**src/common/tenyr_pkg.sv**
```systemverilog
`default_nettype none

package tenyr_pkg;

    // Request from a bus master to a slave.
    typedef struct packed {
        logic [31:0] adr;
        logic [31:0] dat;
        logic        we;
        logic [3:0]  sel;
        logic        stb;
        logic        cyc;
    } wb_req_t;

    // Response from a slave back to its master.
    typedef struct packed {
        logic [31:0] dat;
        logic        ack;
    } wb_rsp_t;

    typedef enum logic [1:0] {
        TGT_RAM  = 2'd0,
        TGT_SEG7 = 2'd1,
        TGT_NONE = 2'd2
    } dec_target_e;

    // Address map, all in words.
    localparam int unsigned RAM_ABITS = 13;
    localparam int unsigned RAM_WORDS = 1 << RAM_ABITS;
    localparam logic [31:0] RAM_BASE  = 32'h0000_2000;
    localparam logic [31:0] RAM_MASK  = 32'hFFFF_E000;
    localparam logic [31:0] SEG7_BASE = 32'h0000_0100;
    localparam logic [31:0] SEG7_MASK = 32'hFFFF_FFFE;

    // Display scan rate.
    localparam int unsigned SCAN_DIV_BITS = 4;

    // Hex digit to segments, active low, bit order gfedcba.
    function automatic logic [6:0] seg7_font(input logic [3:0] nibble);
        logic [6:0] pat;
        case (nibble)
            4'h0: pat = 7'h40;
            4'h1: pat = 7'h79;
            4'h2: pat = 7'h24;
            4'h3: pat = 7'h30;
            4'h4: pat = 7'h19;
            4'h5: pat = 7'h12;
            4'h6: pat = 7'h02;
            4'h7: pat = 7'h78;
            4'h8: pat = 7'h00;
            4'h9: pat = 7'h10;
            4'hA: pat = 7'h08;
            4'hB: pat = 7'h03;
            4'hC: pat = 7'h46;
            4'hD: pat = 7'h21;
            4'hE: pat = 7'h06;
            default: pat = 7'h0E;
        endcase
        return pat;
    endfunction

endpackage

`default_nettype wire
```
**src/source/wb_decoder.sv**
```systemverilog
`timescale 1ns/1ps
`default_nettype none

module wb_decoder (
    input  wire                     clk,
    input  wire                     reset_i,
    input  wire tenyr_pkg::wb_req_t m_req_i,
    output tenyr_pkg::wb_rsp_t      m_rsp_o,
    output tenyr_pkg::wb_req_t      ram_req_o,
    input  wire tenyr_pkg::wb_rsp_t ram_rsp_i,
    output tenyr_pkg::wb_req_t      seg_req_o,
    input  wire tenyr_pkg::wb_rsp_t seg_rsp_i
);

    import tenyr_pkg::*;

    dec_target_e tgt;
    dec_target_e tgt_q;
    logic        m_active;
    logic        none_ack_q;

    assign m_active = m_req_i.stb && m_req_i.cyc;

    // Address match against the map.
    always_comb begin
        if ((m_req_i.adr & RAM_MASK) == RAM_BASE) begin
            tgt = TGT_RAM;
        end else if ((m_req_i.adr & SEG7_MASK) == SEG7_BASE) begin
            tgt = TGT_SEG7;
        end else begin
            tgt = TGT_NONE;
        end
    end

    // Only the selected slave sees the strobe.
    always_comb begin
        ram_req_o     = m_req_i;
        ram_req_o.stb = m_req_i.stb && (tgt == TGT_RAM);
        ram_req_o.cyc = m_req_i.cyc && (tgt == TGT_RAM);
        seg_req_o     = m_req_i;
        seg_req_o.stb = m_req_i.stb && (tgt == TGT_SEG7);
        seg_req_o.cyc = m_req_i.cyc && (tgt == TGT_SEG7);
    end

    // Target of last cycle picks the response, which lines up with the slave ack.
    always_ff @(posedge clk) begin
        if (reset_i) begin
            tgt_q      <= TGT_NONE;
            none_ack_q <= 1'b0;
        end else begin
            tgt_q      <= tgt;
            none_ack_q <= m_active && (tgt == TGT_NONE) && !none_ack_q;
        end
    end

    // Unmapped space acks with zero data.
    always_comb begin
        case (tgt_q)
            TGT_RAM: begin
                m_rsp_o = ram_rsp_i;
            end
            TGT_SEG7: begin
                m_rsp_o = seg_rsp_i;
            end
            default: begin
                m_rsp_o.dat = '0;
                m_rsp_o.ack = none_ack_q;
            end
        endcase
    end

    // At most one slave answers, and only the one that was decoded.
    a_one_slave: assert property (@(posedge clk) disable iff (reset_i)
        $onehot0({ram_rsp_i.ack, seg_rsp_i.ack, none_ack_q}) &&
        (!ram_rsp_i.ack || (tgt_q == TGT_RAM)) &&
        (!seg_rsp_i.ack || (tgt_q == TGT_SEG7)));

    // Whatever the slave, a new request is acked on the next cycle.
    a_ack_next: assert property (@(posedge clk) disable iff (reset_i)
        (m_active && !m_rsp_o.ack) |=> m_rsp_o.ack);

endmodule

`default_nettype wire

```
**config.mk**
```make
export PLATFORM = sky130hd
export DESIGN_NAME = wb_decoder
export DESIGN_NICKNAME = d
export VERILOG_FILES = /design/src/common/tenyr_pkg.sv /design/src/source/wb_decoder.sv
export SDC_FILE = /design/constraint.sdc
export NUM_CORES = 1
export LEC_CHECK = 0
export BUFFER_PORTS_ARGS = -buffer_cell sky130_fd_sc_hd__buf_2
export CORE_AREA = 2 2 120 122
export CTS_CLUSTER_DIAMETER = 150
export DETAILED_ROUTE_END_ITERATION = 7
export DIE_AREA = 0 0 122 124
export SKIP_LAST_GASP = 1
export SLEW_MARGIN = 25
export SYNTH_ARGS = -nofsm -noshare
export SYNTH_HDL_FRONTEND = slang
export SYNTH_SLANG_ARGS = --single-unit
```
**constraint.sdc**
```tcl
create_clock -name clk -period 1.3 [get_ports clk]
set_input_delay 0.065 -clock clk [delete_from_list [all_inputs] [get_ports clk]]
set_output_delay 0.065 -clock clk [all_outputs]
set_load 0.01 [all_outputs]
```
==> impl_metrics.ini <==
[setup_path]
critPathKind = reg2out
critical-path-max-stage-delay_ps = 410
rr_endpoint = none_ack_q
crit_family = flip-flops
start_kind = flip-flop
r2r_cells = 2
crit_chain = clkbuf_16 -> mux2i_1 -> o21ai_1 -> buf_2
critPathBufInv = 2
rr_startpoint = none_ack_q
crit_slowest_cell = dfxtp_4
regToRegSetupSlack_ps = 440
path_max_fanout = 8
arrival_ps = 1220
worstPathRequired_ps = 1240
end_kind = output port

[place]
post-place-cells = 483
io_buffers = 199
dp_hpwl_mm = 4.699
pre_cts_slack_ps = -69.78
place_congestion = 0.7627
dpl-instance-area_mm2 = 0.002028

[global_route]
antenna_found_initial = 0
grt_use_total_pct = 6.035
globalRouteOverflowTotal = 0
grt_pass1_vias = 1362
grt_pass1_wl_mm = 6.920
grt_max_degree = 35

[timing]
setup_viol = 0
period_share_pct = 99.08
rsz0062_at_grt = yes
worstMarginPinSlew_ps = 320.2
fmax_mhz = 776.4
slew_headroom_pct = 78.37
finalClockSkew_ps = 0
fin_hold_ws_ps = 49.70
min_period_ps = 1288
hold_violations = 0
timing.final.ws_setup_ps = 11.94
finalMaxSlewViolations = 0

[final_layout]
stdcell_count = 494
drive_gt1_share_pct = 73.89
final_design_area_no_fill_mm2 = 0.002275
diodes = 0
nNetsFinal = 454
area_growth_pct = 28.12

[logic_synthesis]
synth_ff_type = dfxtp_1
yosys.area.top_type = buf_4
synth-seq-cells = 3
syn_inst = 240
yosys.cell_count.top_type = buf_4
syn_nets = 379
avgSynthCellArea_um2 = 7.398
synth_commonest_cells = buf_4 (138), nor2_1 (34), mux2i_1 (33)
netlist_area_mm2 = 0.001775
synthTopCellsByArea = buf_4 (58%), mux2i_1 (19%), nor2_1 (7.2%), dfxtp_1 (3.4%), nor4_1 (2.5%)
synth_edf_count = 0
netlist.area_leader.share_pct = 58.35
synthArstFlopShare_pct = 0
synth.distinct_cells = 19
ys_warn_count = 0
ys_seq_area_share_pct = 3.383

[route]
remaining_drc_errors = 0
drtPass1Iterations = 4
wire_per_inst_um = 12.65
routed_wirelength_mm = 6.249
ant_nets = 0
first_iter_violations = 32
via_count = 1711
avgViaCountPerCell = 3.464

[floorplan]
dieArea_mm2 = 0.01513
initial_utilization_pct = 12.94
die_h_um = 124
ioPinCount = 314
die_w_um = 122
core-area_mm2 = 0.01372
rows = 43

[clock_tree]
cts_hold_buf = 0
clockBufferDepth = 2
cts_sinks = 3
clk_pin_slew_ps = 30
cts_tree = built
clk_latency_ps = 220
htree_levels = 1
cts_buffers = 3
cts_root_buf = clkbuf_16

[power_and_ir_drop]
power.density_mw_per_mm2 = 442.0
p_sw_w = 0.0002872
p_int_w = 0.0007182
swShare_pct = 28.56
seqPwrFrac_pct = 9.3
ir_drop_v = 0.0002685
p_comb_share_pct = 41.7
power_w = 0.001005
p_leak_nw = 1.164
clkPwrFrac_pct = 49.0

[hold_path]
hold_class = in2reg
hp-start = reset_i
min_path_cells = 2
hold-path-endpoint = tgt_q[0]

[run_status]
outcome = completed

[job]
cap_violations = 0
-- stage by stage --
stage	utilization, %	setup TNS [ps]
after global routing	16.58	-1225
after global placement	14.78	-207.6
after CTS	15.58	-184.1
after detailed placement	14.78	-109.3
final	16.58	0
after floorplan	-	0
-- flip-flops by register name, indices dropped and copies added (netlist names) --
register	count
none_ack_q	1
tgt_q	2
-- worst register-to-register path: stages, from the launching register on --
cell and delay, ps:
dfxtp_1 340, nor4_1 290, o31a_1 170
-- kinds of logic after synthesis --
logic type / Yosys count / share of synthesized area (%)
flops: 3 / 3.383
buf+inv: 149 / 60.89
mux: 33 / 18.60
simple gates: 52 / 15.86
compound gates: 3 / 1.268
-- layout make-up --
| cell class | count | area, um^2 |
|---|---|---|
| Clock buffer | 4 | 78.83 |
| Inverter | 3 | 11.26 |
| Fill cell | 1595 | 11440 |
| Timing Repair Buffer | 216 | 1204 |
| Multi-Input combinational cell | 88 | 691.9 |
| Sequential cell | 3 | 63.81 |
| Tap cell | 180 | 225.2 |
-- timing repair --
action,CTS,global route
cloned,0,3
setup buffers,0,4
pin swaps,2,4
setup endpoints to repair,18,37
resized for setup,5,9
-- cells in the final DEF (no fill, tap or decap), drive strengths merged --
master | synthesis | layout
inv | 3 | 3
nand2 | 2 | 2
o31a | 1 | 1
clkbuf | 5 | 6
o21ai | 1 | 1
a41oi | 1 | 1
buf | 141 | 214
dfxtp | 3 | 3
or4 | 1 | 1
nand3 | 1 | 1
nor2 | 34 | 34
nor4 | 11 | 11
nand4 | 1 | 1
mux2i | 33 | 33
nor4b | 1 | 1
nor3 | 1 | 1
-- worst max-delay path by stage --
stage           startpoint  cells past startpoint          end
2_1_floorplan     tgt_q[0]                      4  m_rsp_o[10]
3_3_place_gp   m_req_i[41]                      5     tgt_q[1]
3_5_place_dp   m_req_i[41]                      5     tgt_q[1]
4_1_cts           tgt_q[0]                      4   m_rsp_o[0]
5_1_grt           tgt_q[0]                      4  m_rsp_o[23]
6_report          tgt_q[0]                      4   m_rsp_o[0]
-- layer usage --
metal	routed length (um)	part of all wire (%)	vias to the layer above	track usage [%]
met5	0	0	-	0
met4	139	2.2	0	3.161
met3	1006	16	13	3.892
met2	2773	44	191	9.986
met1	2329	37	716	5.789
li1	-	-	791	-
-- power groups by stage --
stage / sequential (W) / clock [W] / combinational [W]
2_1_floorplan: 0.0000957 / 0 / 0.000487
3_3_place_gp: 0.0000972 / 0 / 0.000397
3_5_place_dp: 0.0000970 / 0 / 0.000402
4_1_cts: 0.0000957 / 0.000500 / 0.000413
5_1_grt: 0.0000937 / 0.000506 / 0.000455
6_report: 0.0000936 / 0.000492 / 0.000420
Power figures use the tool's default switching activity.
