**src/common/tenyr_pkg.sv**
```systemverilog
`default_nettype none

package tenyr_pkg;

    // Request from a bus master to a slave.
    typedef struct packed {
        logic [31:0] adr;
        logic [31:0] dat;
        logic        we;
        logic [3:0]  sel;
        logic        stb;
        logic        cyc;
    } wb_req_t;

    // Response from a slave back to its master.
    typedef struct packed {
        logic [31:0] dat;
        logic        ack;
    } wb_rsp_t;

    typedef enum logic [1:0] {
        TGT_RAM  = 2'd0,
        TGT_SEG7 = 2'd1,
        TGT_NONE = 2'd2
    } dec_target_e;

    // Address map, all in words.
    localparam int unsigned RAM_ABITS = 13;
    localparam int unsigned RAM_WORDS = 1 << RAM_ABITS;
    localparam logic [31:0] RAM_BASE  = 32'h0000_2000;
    localparam logic [31:0] RAM_MASK  = 32'hFFFF_E000;
    localparam logic [31:0] SEG7_BASE = 32'h0000_0100;
    localparam logic [31:0] SEG7_MASK = 32'hFFFF_FFFE;

    // Display scan rate.
    localparam int unsigned SCAN_DIV_BITS = 4;

    // Hex digit to segments, active low, bit order gfedcba.
    function automatic logic [6:0] seg7_font(input logic [3:0] nibble);
        logic [6:0] pat;
        case (nibble)
            4'h0: pat = 7'h40;
            4'h1: pat = 7'h79;
            4'h2: pat = 7'h24;
            4'h3: pat = 7'h30;
            4'h4: pat = 7'h19;
            4'h5: pat = 7'h12;
            4'h6: pat = 7'h02;
            4'h7: pat = 7'h78;
            4'h8: pat = 7'h00;
            4'h9: pat = 7'h10;
            4'hA: pat = 7'h08;
            4'hB: pat = 7'h03;
            4'hC: pat = 7'h46;
            4'hD: pat = 7'h21;
            4'hE: pat = 7'h06;
            default: pat = 7'h0E;
        endcase
        return pat;
    endfunction

endpackage

`default_nettype wire
```
**src/display/seg7_display.sv**
```systemverilog
`timescale 1ns/1ps
`default_nettype none

module seg7_display (
    input  wire                     clk,
    input  wire                     reset_i,
    input  wire tenyr_pkg::wb_req_t req_i,
    output tenyr_pkg::wb_rsp_t      rsp_o,
    output logic [7:0]              seg_o,
    output logic [3:0]              an_o
);

    import tenyr_pkg::*;

    logic [15:0]              value_q;
    logic [7:0]               ctrl_q;
    logic                     ack_q;
    logic [31:0]              rdata_q;
    logic                     bus_go;
    logic [SCAN_DIV_BITS+1:0] scan_q;
    logic [1:0]               digit;
    logic [3:0]               nibble;

    assign bus_go = req_i.stb && req_i.cyc && !ack_q;

    // Register writes land on the edge that raises ack.
    always_ff @(posedge clk) begin
        if (reset_i) begin
            value_q <= '0;
            ctrl_q  <= '0;
            ack_q   <= 1'b0;
        end else begin
            ack_q <= bus_go;
            if (bus_go && req_i.we) begin
                if (req_i.adr[0]) begin
                    if (req_i.sel[0]) begin
                        ctrl_q <= req_i.dat[7:0];
                    end
                end else begin
                    if (req_i.sel[0]) begin
                        value_q[7:0] <= req_i.dat[7:0];
                    end
                    if (req_i.sel[1]) begin
                        value_q[15:8] <= req_i.dat[15:8];
                    end
                end
            end
        end
    end

    // Read back, zero extended.
    always_ff @(posedge clk) begin
        if (bus_go) begin
            if (req_i.adr[0]) begin
                rdata_q <= {24'b0, ctrl_q};
            end else begin
                rdata_q <= {16'b0, value_q};
            end
        end
    end

    assign rsp_o.dat = rdata_q;
    assign rsp_o.ack = ack_q;

    // Top two bits of the scan counter select the digit.
    always_ff @(posedge clk) begin
        if (reset_i) begin
            scan_q <= '0;
        end else begin
            scan_q <= scan_q + 1'b1;
        end
    end

    assign digit  = scan_q[SCAN_DIV_BITS +: 2];
    assign nibble = value_q[4*digit +: 4];

    // Enable bits are active low, so a cleared control shows every digit.
    always_comb begin
        an_o = 4'hF;
        if (!ctrl_q[digit]) begin
            an_o[digit] = 1'b0;
        end
    end

    // Decimal point sits in bit 7 and is active low too.
    assign seg_o = {~ctrl_q[4 + digit], seg7_font(nibble)};

    // Never more than one anode driven.
    a_one_anode: assert property (@(posedge clk) disable iff (reset_i)
        $onehot0(~an_o));

endmodule

`default_nettype wire

```
**config.mk**
```make
export PLATFORM = sky130hd
export DESIGN_NAME = seg7_display
export DESIGN_NICKNAME = d
export VERILOG_FILES = /design/src/common/tenyr_pkg.sv /design/src/display/seg7_display.sv
export SDC_FILE = /design/constraint.sdc
export NUM_CORES = 1
export LEC_CHECK = 0
export BUFFER_PORTS_ARGS = -buffer_cell sky130_fd_sc_hd__clkbuf_2
export CAP_MARGIN = 20
export CORE_MARGIN = 4
export CORE_UTILIZATION = 40
export DETAILED_ROUTE_END_ITERATION = 8
export GPL_TIMING_DRIVEN = 0
export PLACE_DENSITY = 0.71
export SLEW_MARGIN = 10
export SYNTH_ARGS = -nofsm -noshare
export SYNTH_HDL_FRONTEND = slang
export SYNTH_SLANG_ARGS = --single-unit
```
**constraint.sdc**
```tcl
create_clock -name clk -period 3.3 [get_ports clk]
set_clock_uncertainty 0.15 [all_clocks]
set_input_delay 0.99 -clock clk [delete_from_list [all_inputs] [get_ports clk]]
set_output_delay 0.99 -clock clk [all_outputs]
set_load 0.005 [all_outputs]
```
==> run summary <==
run status = complete, but fails checks
failing checks = negative setup slack
Hold Path Class = reg2reg
cts bufs inserted = 5
CTS tree = yes
Worst setup EP type = output port
power per cell area = 364 nW/µm²
number of setup violations in the final report = 1
Final Worst Setup Slack = -5.21 ps
Multi-input gate area = 1110 µm²
Initial Util = 42.0%
count leader, synth = dfxtp_1
Power Total = 1.08 mW
Sum Neg Setup Slack = -5.21 ps
asr flop ratio synth = 0%
Hold Startpoint = scan_q[0]
drt wl/cell = 14.4 µm
Slew HR = 45.9%
cell area after synthesis = 2370 µm²
initial antenna violation count = 0
DR pass1 iterations = 4
RSZ-0062 raised after global routing = true
reg2reg end = value_q[0]
CP Class = reg2out
VDD IR max = 150 µV
first-pass GRT wire length = 9160 µm
Startpoint Class = flip-flop
sequential element share of the synthesized area = 46.4%
Clock transition at path regs = 80 ps
num rows = 27
P&R area growth vs syn = 24.6%
antenna-violating nets left = 0
Filler Cell Count = 529
sink of the worst hold path = scan_q[0]
Syn. warnings = 0
Net count, final = 397
Synth top cells by count = dfxtp_1, nand3_1, a21oi_1, o21ai_0, buf_4
largest net degree at the start of global routing = 18
Final Max Slew Viols = 0
via count = 1937
Die Wd = 85.0 µm
top_reg_cell synth = dfxtp_1
placed cell area = 2780 µm²
vias in the first global route = 1859
worst-margin pin slew = 812 ps
Die ar. = 7230 µm²
dpl hpwl = 4040 µm
critical path arrival = 2170 ps
routability cong. = 0.853
post-synth top area share = 26.2%
Routed WL = 5630 µm
core area = 5640 µm²
Synth Instances = 235
placed insts = 374
Buffers on Ports = 52
GRT Overall Usage = 15.8%
CTS max path bufs = 2
DP Worst Slack = -7.77 ps
Cell Count, Final, Fillers Out = 390
Max Fclk = 0.303 GHz
Yosys cell types = 35
R2R cell count = 4
Tmin final = 3310 ps
cts-stage hold buffer count = 0
Sequential Area = 1100 µm²
Post-synth EDFFs = 16
clk_lat worst skew = 300 ps
Reg2Reg Launch Point = ack_q
# clock sinks = 47
vias per inst = 4.97
remaining routing DRC violations = 0
final hold viol count = 0
top cell type by total area after synthesis = dfxtp_1
largest cells by area after synthesis = dfxtp_1, edfxtp_1, nand3_1, buf_4, a21oi_1
die boundary height = 85.0 µm
crit path max fanout = 5
Synth Register Bits = 47
antenna cell count = 0
total of max-cap violations = 0
Design Area, Final = 2960 µm²
Tcrit/Tclk final = 100%
grt total ovfl = 0
Reg2Reg Setup Slack = 1650 ps
Hold Path Cell Cnt = 1
H-tree Lvls = 2
IO Pins = 118
leakage power = 1.20 nW
DRT iter0 DRCs = 99
layout cell share with drive strength beyond 1 = 34.9%
CTS root buf = clkbuf_8
critical path required time = 2160 ps
syn avg cell area = 10.1 µm²
-- state kept, by name (all words and copies together), names as in the netlist --
register and flops:
ack_q 1, ctrl_q 8, rdata_q 16, scan_q 6, value_q 16
-- layer usage --
metal / vias to the layer above / part of all wire [%] / routed length [µm] / track usage [%]
met5: - / 0 / 0 / 0
met4: 0 / 1.7 / 98 / 5.18
met3: 9 / 5.3 / 301 / 3.69
met2: 50 / 48 / 2700 / 26.2
met1: 907 / 45 / 2530 / 20.2
li1: 971 / - / - / -
-- repair_timing --
item                       in CTS  in global routing
resized for setup              11                  3
setup endpoints to repair       7                  1
pin swaps                       1                  3
buffers inserted                4                  4
-- stage by stage --
step / hold WS (ps) / util (%)
floorplan: 268 / -
finish: 300 / 52.4
CTS: 302 / 51.8
global route: 323 / 52.4
global placement: 285 / 49.3
detailed placement: 289 / 49.3
-- final cells by class --
| cell class | instances | share of cell area [%] |
|---|---|---|
| multi-input combinational | 163 | 37.7 |
| buffer | 32 | 6.99 |
| inverter | 8 | 1.10 |
| sequential | 47 | 37.3 |
| clock buffer | 7 | 2.92 |
| clock inverter | 1 | 0.127 |
| tap | 72 | 3.05 |
| timing repair buffer | 60 | 10.8 |
-- logic make-up after synthesis --
kind of cell             Yosys count  synth area share (%)
AND/OR/NAND/NOR                   62                  15.0
flip-flops                        47                  46.4
multiplexers                      18                  11.3
XOR/XNOR                           4                  1.48
buffers and inverters             40                  9.60
other                              1                 0.158
AO/OA/AOI/OAI                     56                  12.3
adder cells (fa/ha/maj)            7                  3.69
-- worst max-delay path, stage by stage, from the launching register on --
cell and delay [ps]:
dfxtp_2 340, buf_6 100, mux4_2 570, inv_2 130
ha_4 130, inv_2 30, mux4_2 440, clkbuf_2 130
-- where the power goes --
group	switching, mW	internal, mW	total (mW)
registers	0.00718	0.612	0.619
clock network	0.180	0.168	0.348
logic	0.0611	0.0489	0.110
total	0.249	0.828	1.08
-- cell usage in the layout (no fill, tap or decap), types with 2 or more instances in the layout --
| master | n |
|---|---|
| clkbuf_2 | 51 |
| dfxtp_1 | 30 |
| nand3_1 | 27 |
| buf_4 | 26 |
| o21ai_0 | 25 |
| a21oi_1 | 25 |
| conb_1 | 16 |
| edfxtp_1 | 16 |
| nor2b_1 | 11 |
| clkbuf_1 | 10 |
| mux2_2 | 8 |
| mux4_2 | 6 |
| clkbuf_8 | 6 |
| inv_1 | 5 |
| nor2_1 | 5 |
| mux2i_1 | 4 |
| nand3b_1 | 4 |
| buf_2 | 4 |
| ha_1 | 4 |
| o22ai_1 | 3 |
| xor2_1 | 3 |
| nand2_1 | 3 |
| and3b_1 | 3 |
| buf_6 | 2 |
| or3_1 | 2 |
| inv_2 | 2 |
| nand2b_1 | 2 |
| ha_2 | 2 |
-- how the worst max path moves through the flow --
| stage | cells after the start | slack (ps) | end | start |
|---|---|---|---|---|
| 2_1_floorplan | 6 | 270 | seg_o[3] | scan_q[4] |
| 5_1_grt | 7 | -70 | seg_o[3] | scan_q[4] |
| 3_5_place_dp | 7 | -8 | seg_o[3] | scan_q[4] |
| 6_report | 7 | -5 | seg_o[3] | scan_q[4] |
| 4_1_cts | 7 | -8 | seg_o[3] | scan_q[4] |
| 3_3_place_gp | 7 | 30 | seg_o[3] | scan_q[4] |
Power figures use the tool's default switching activity.
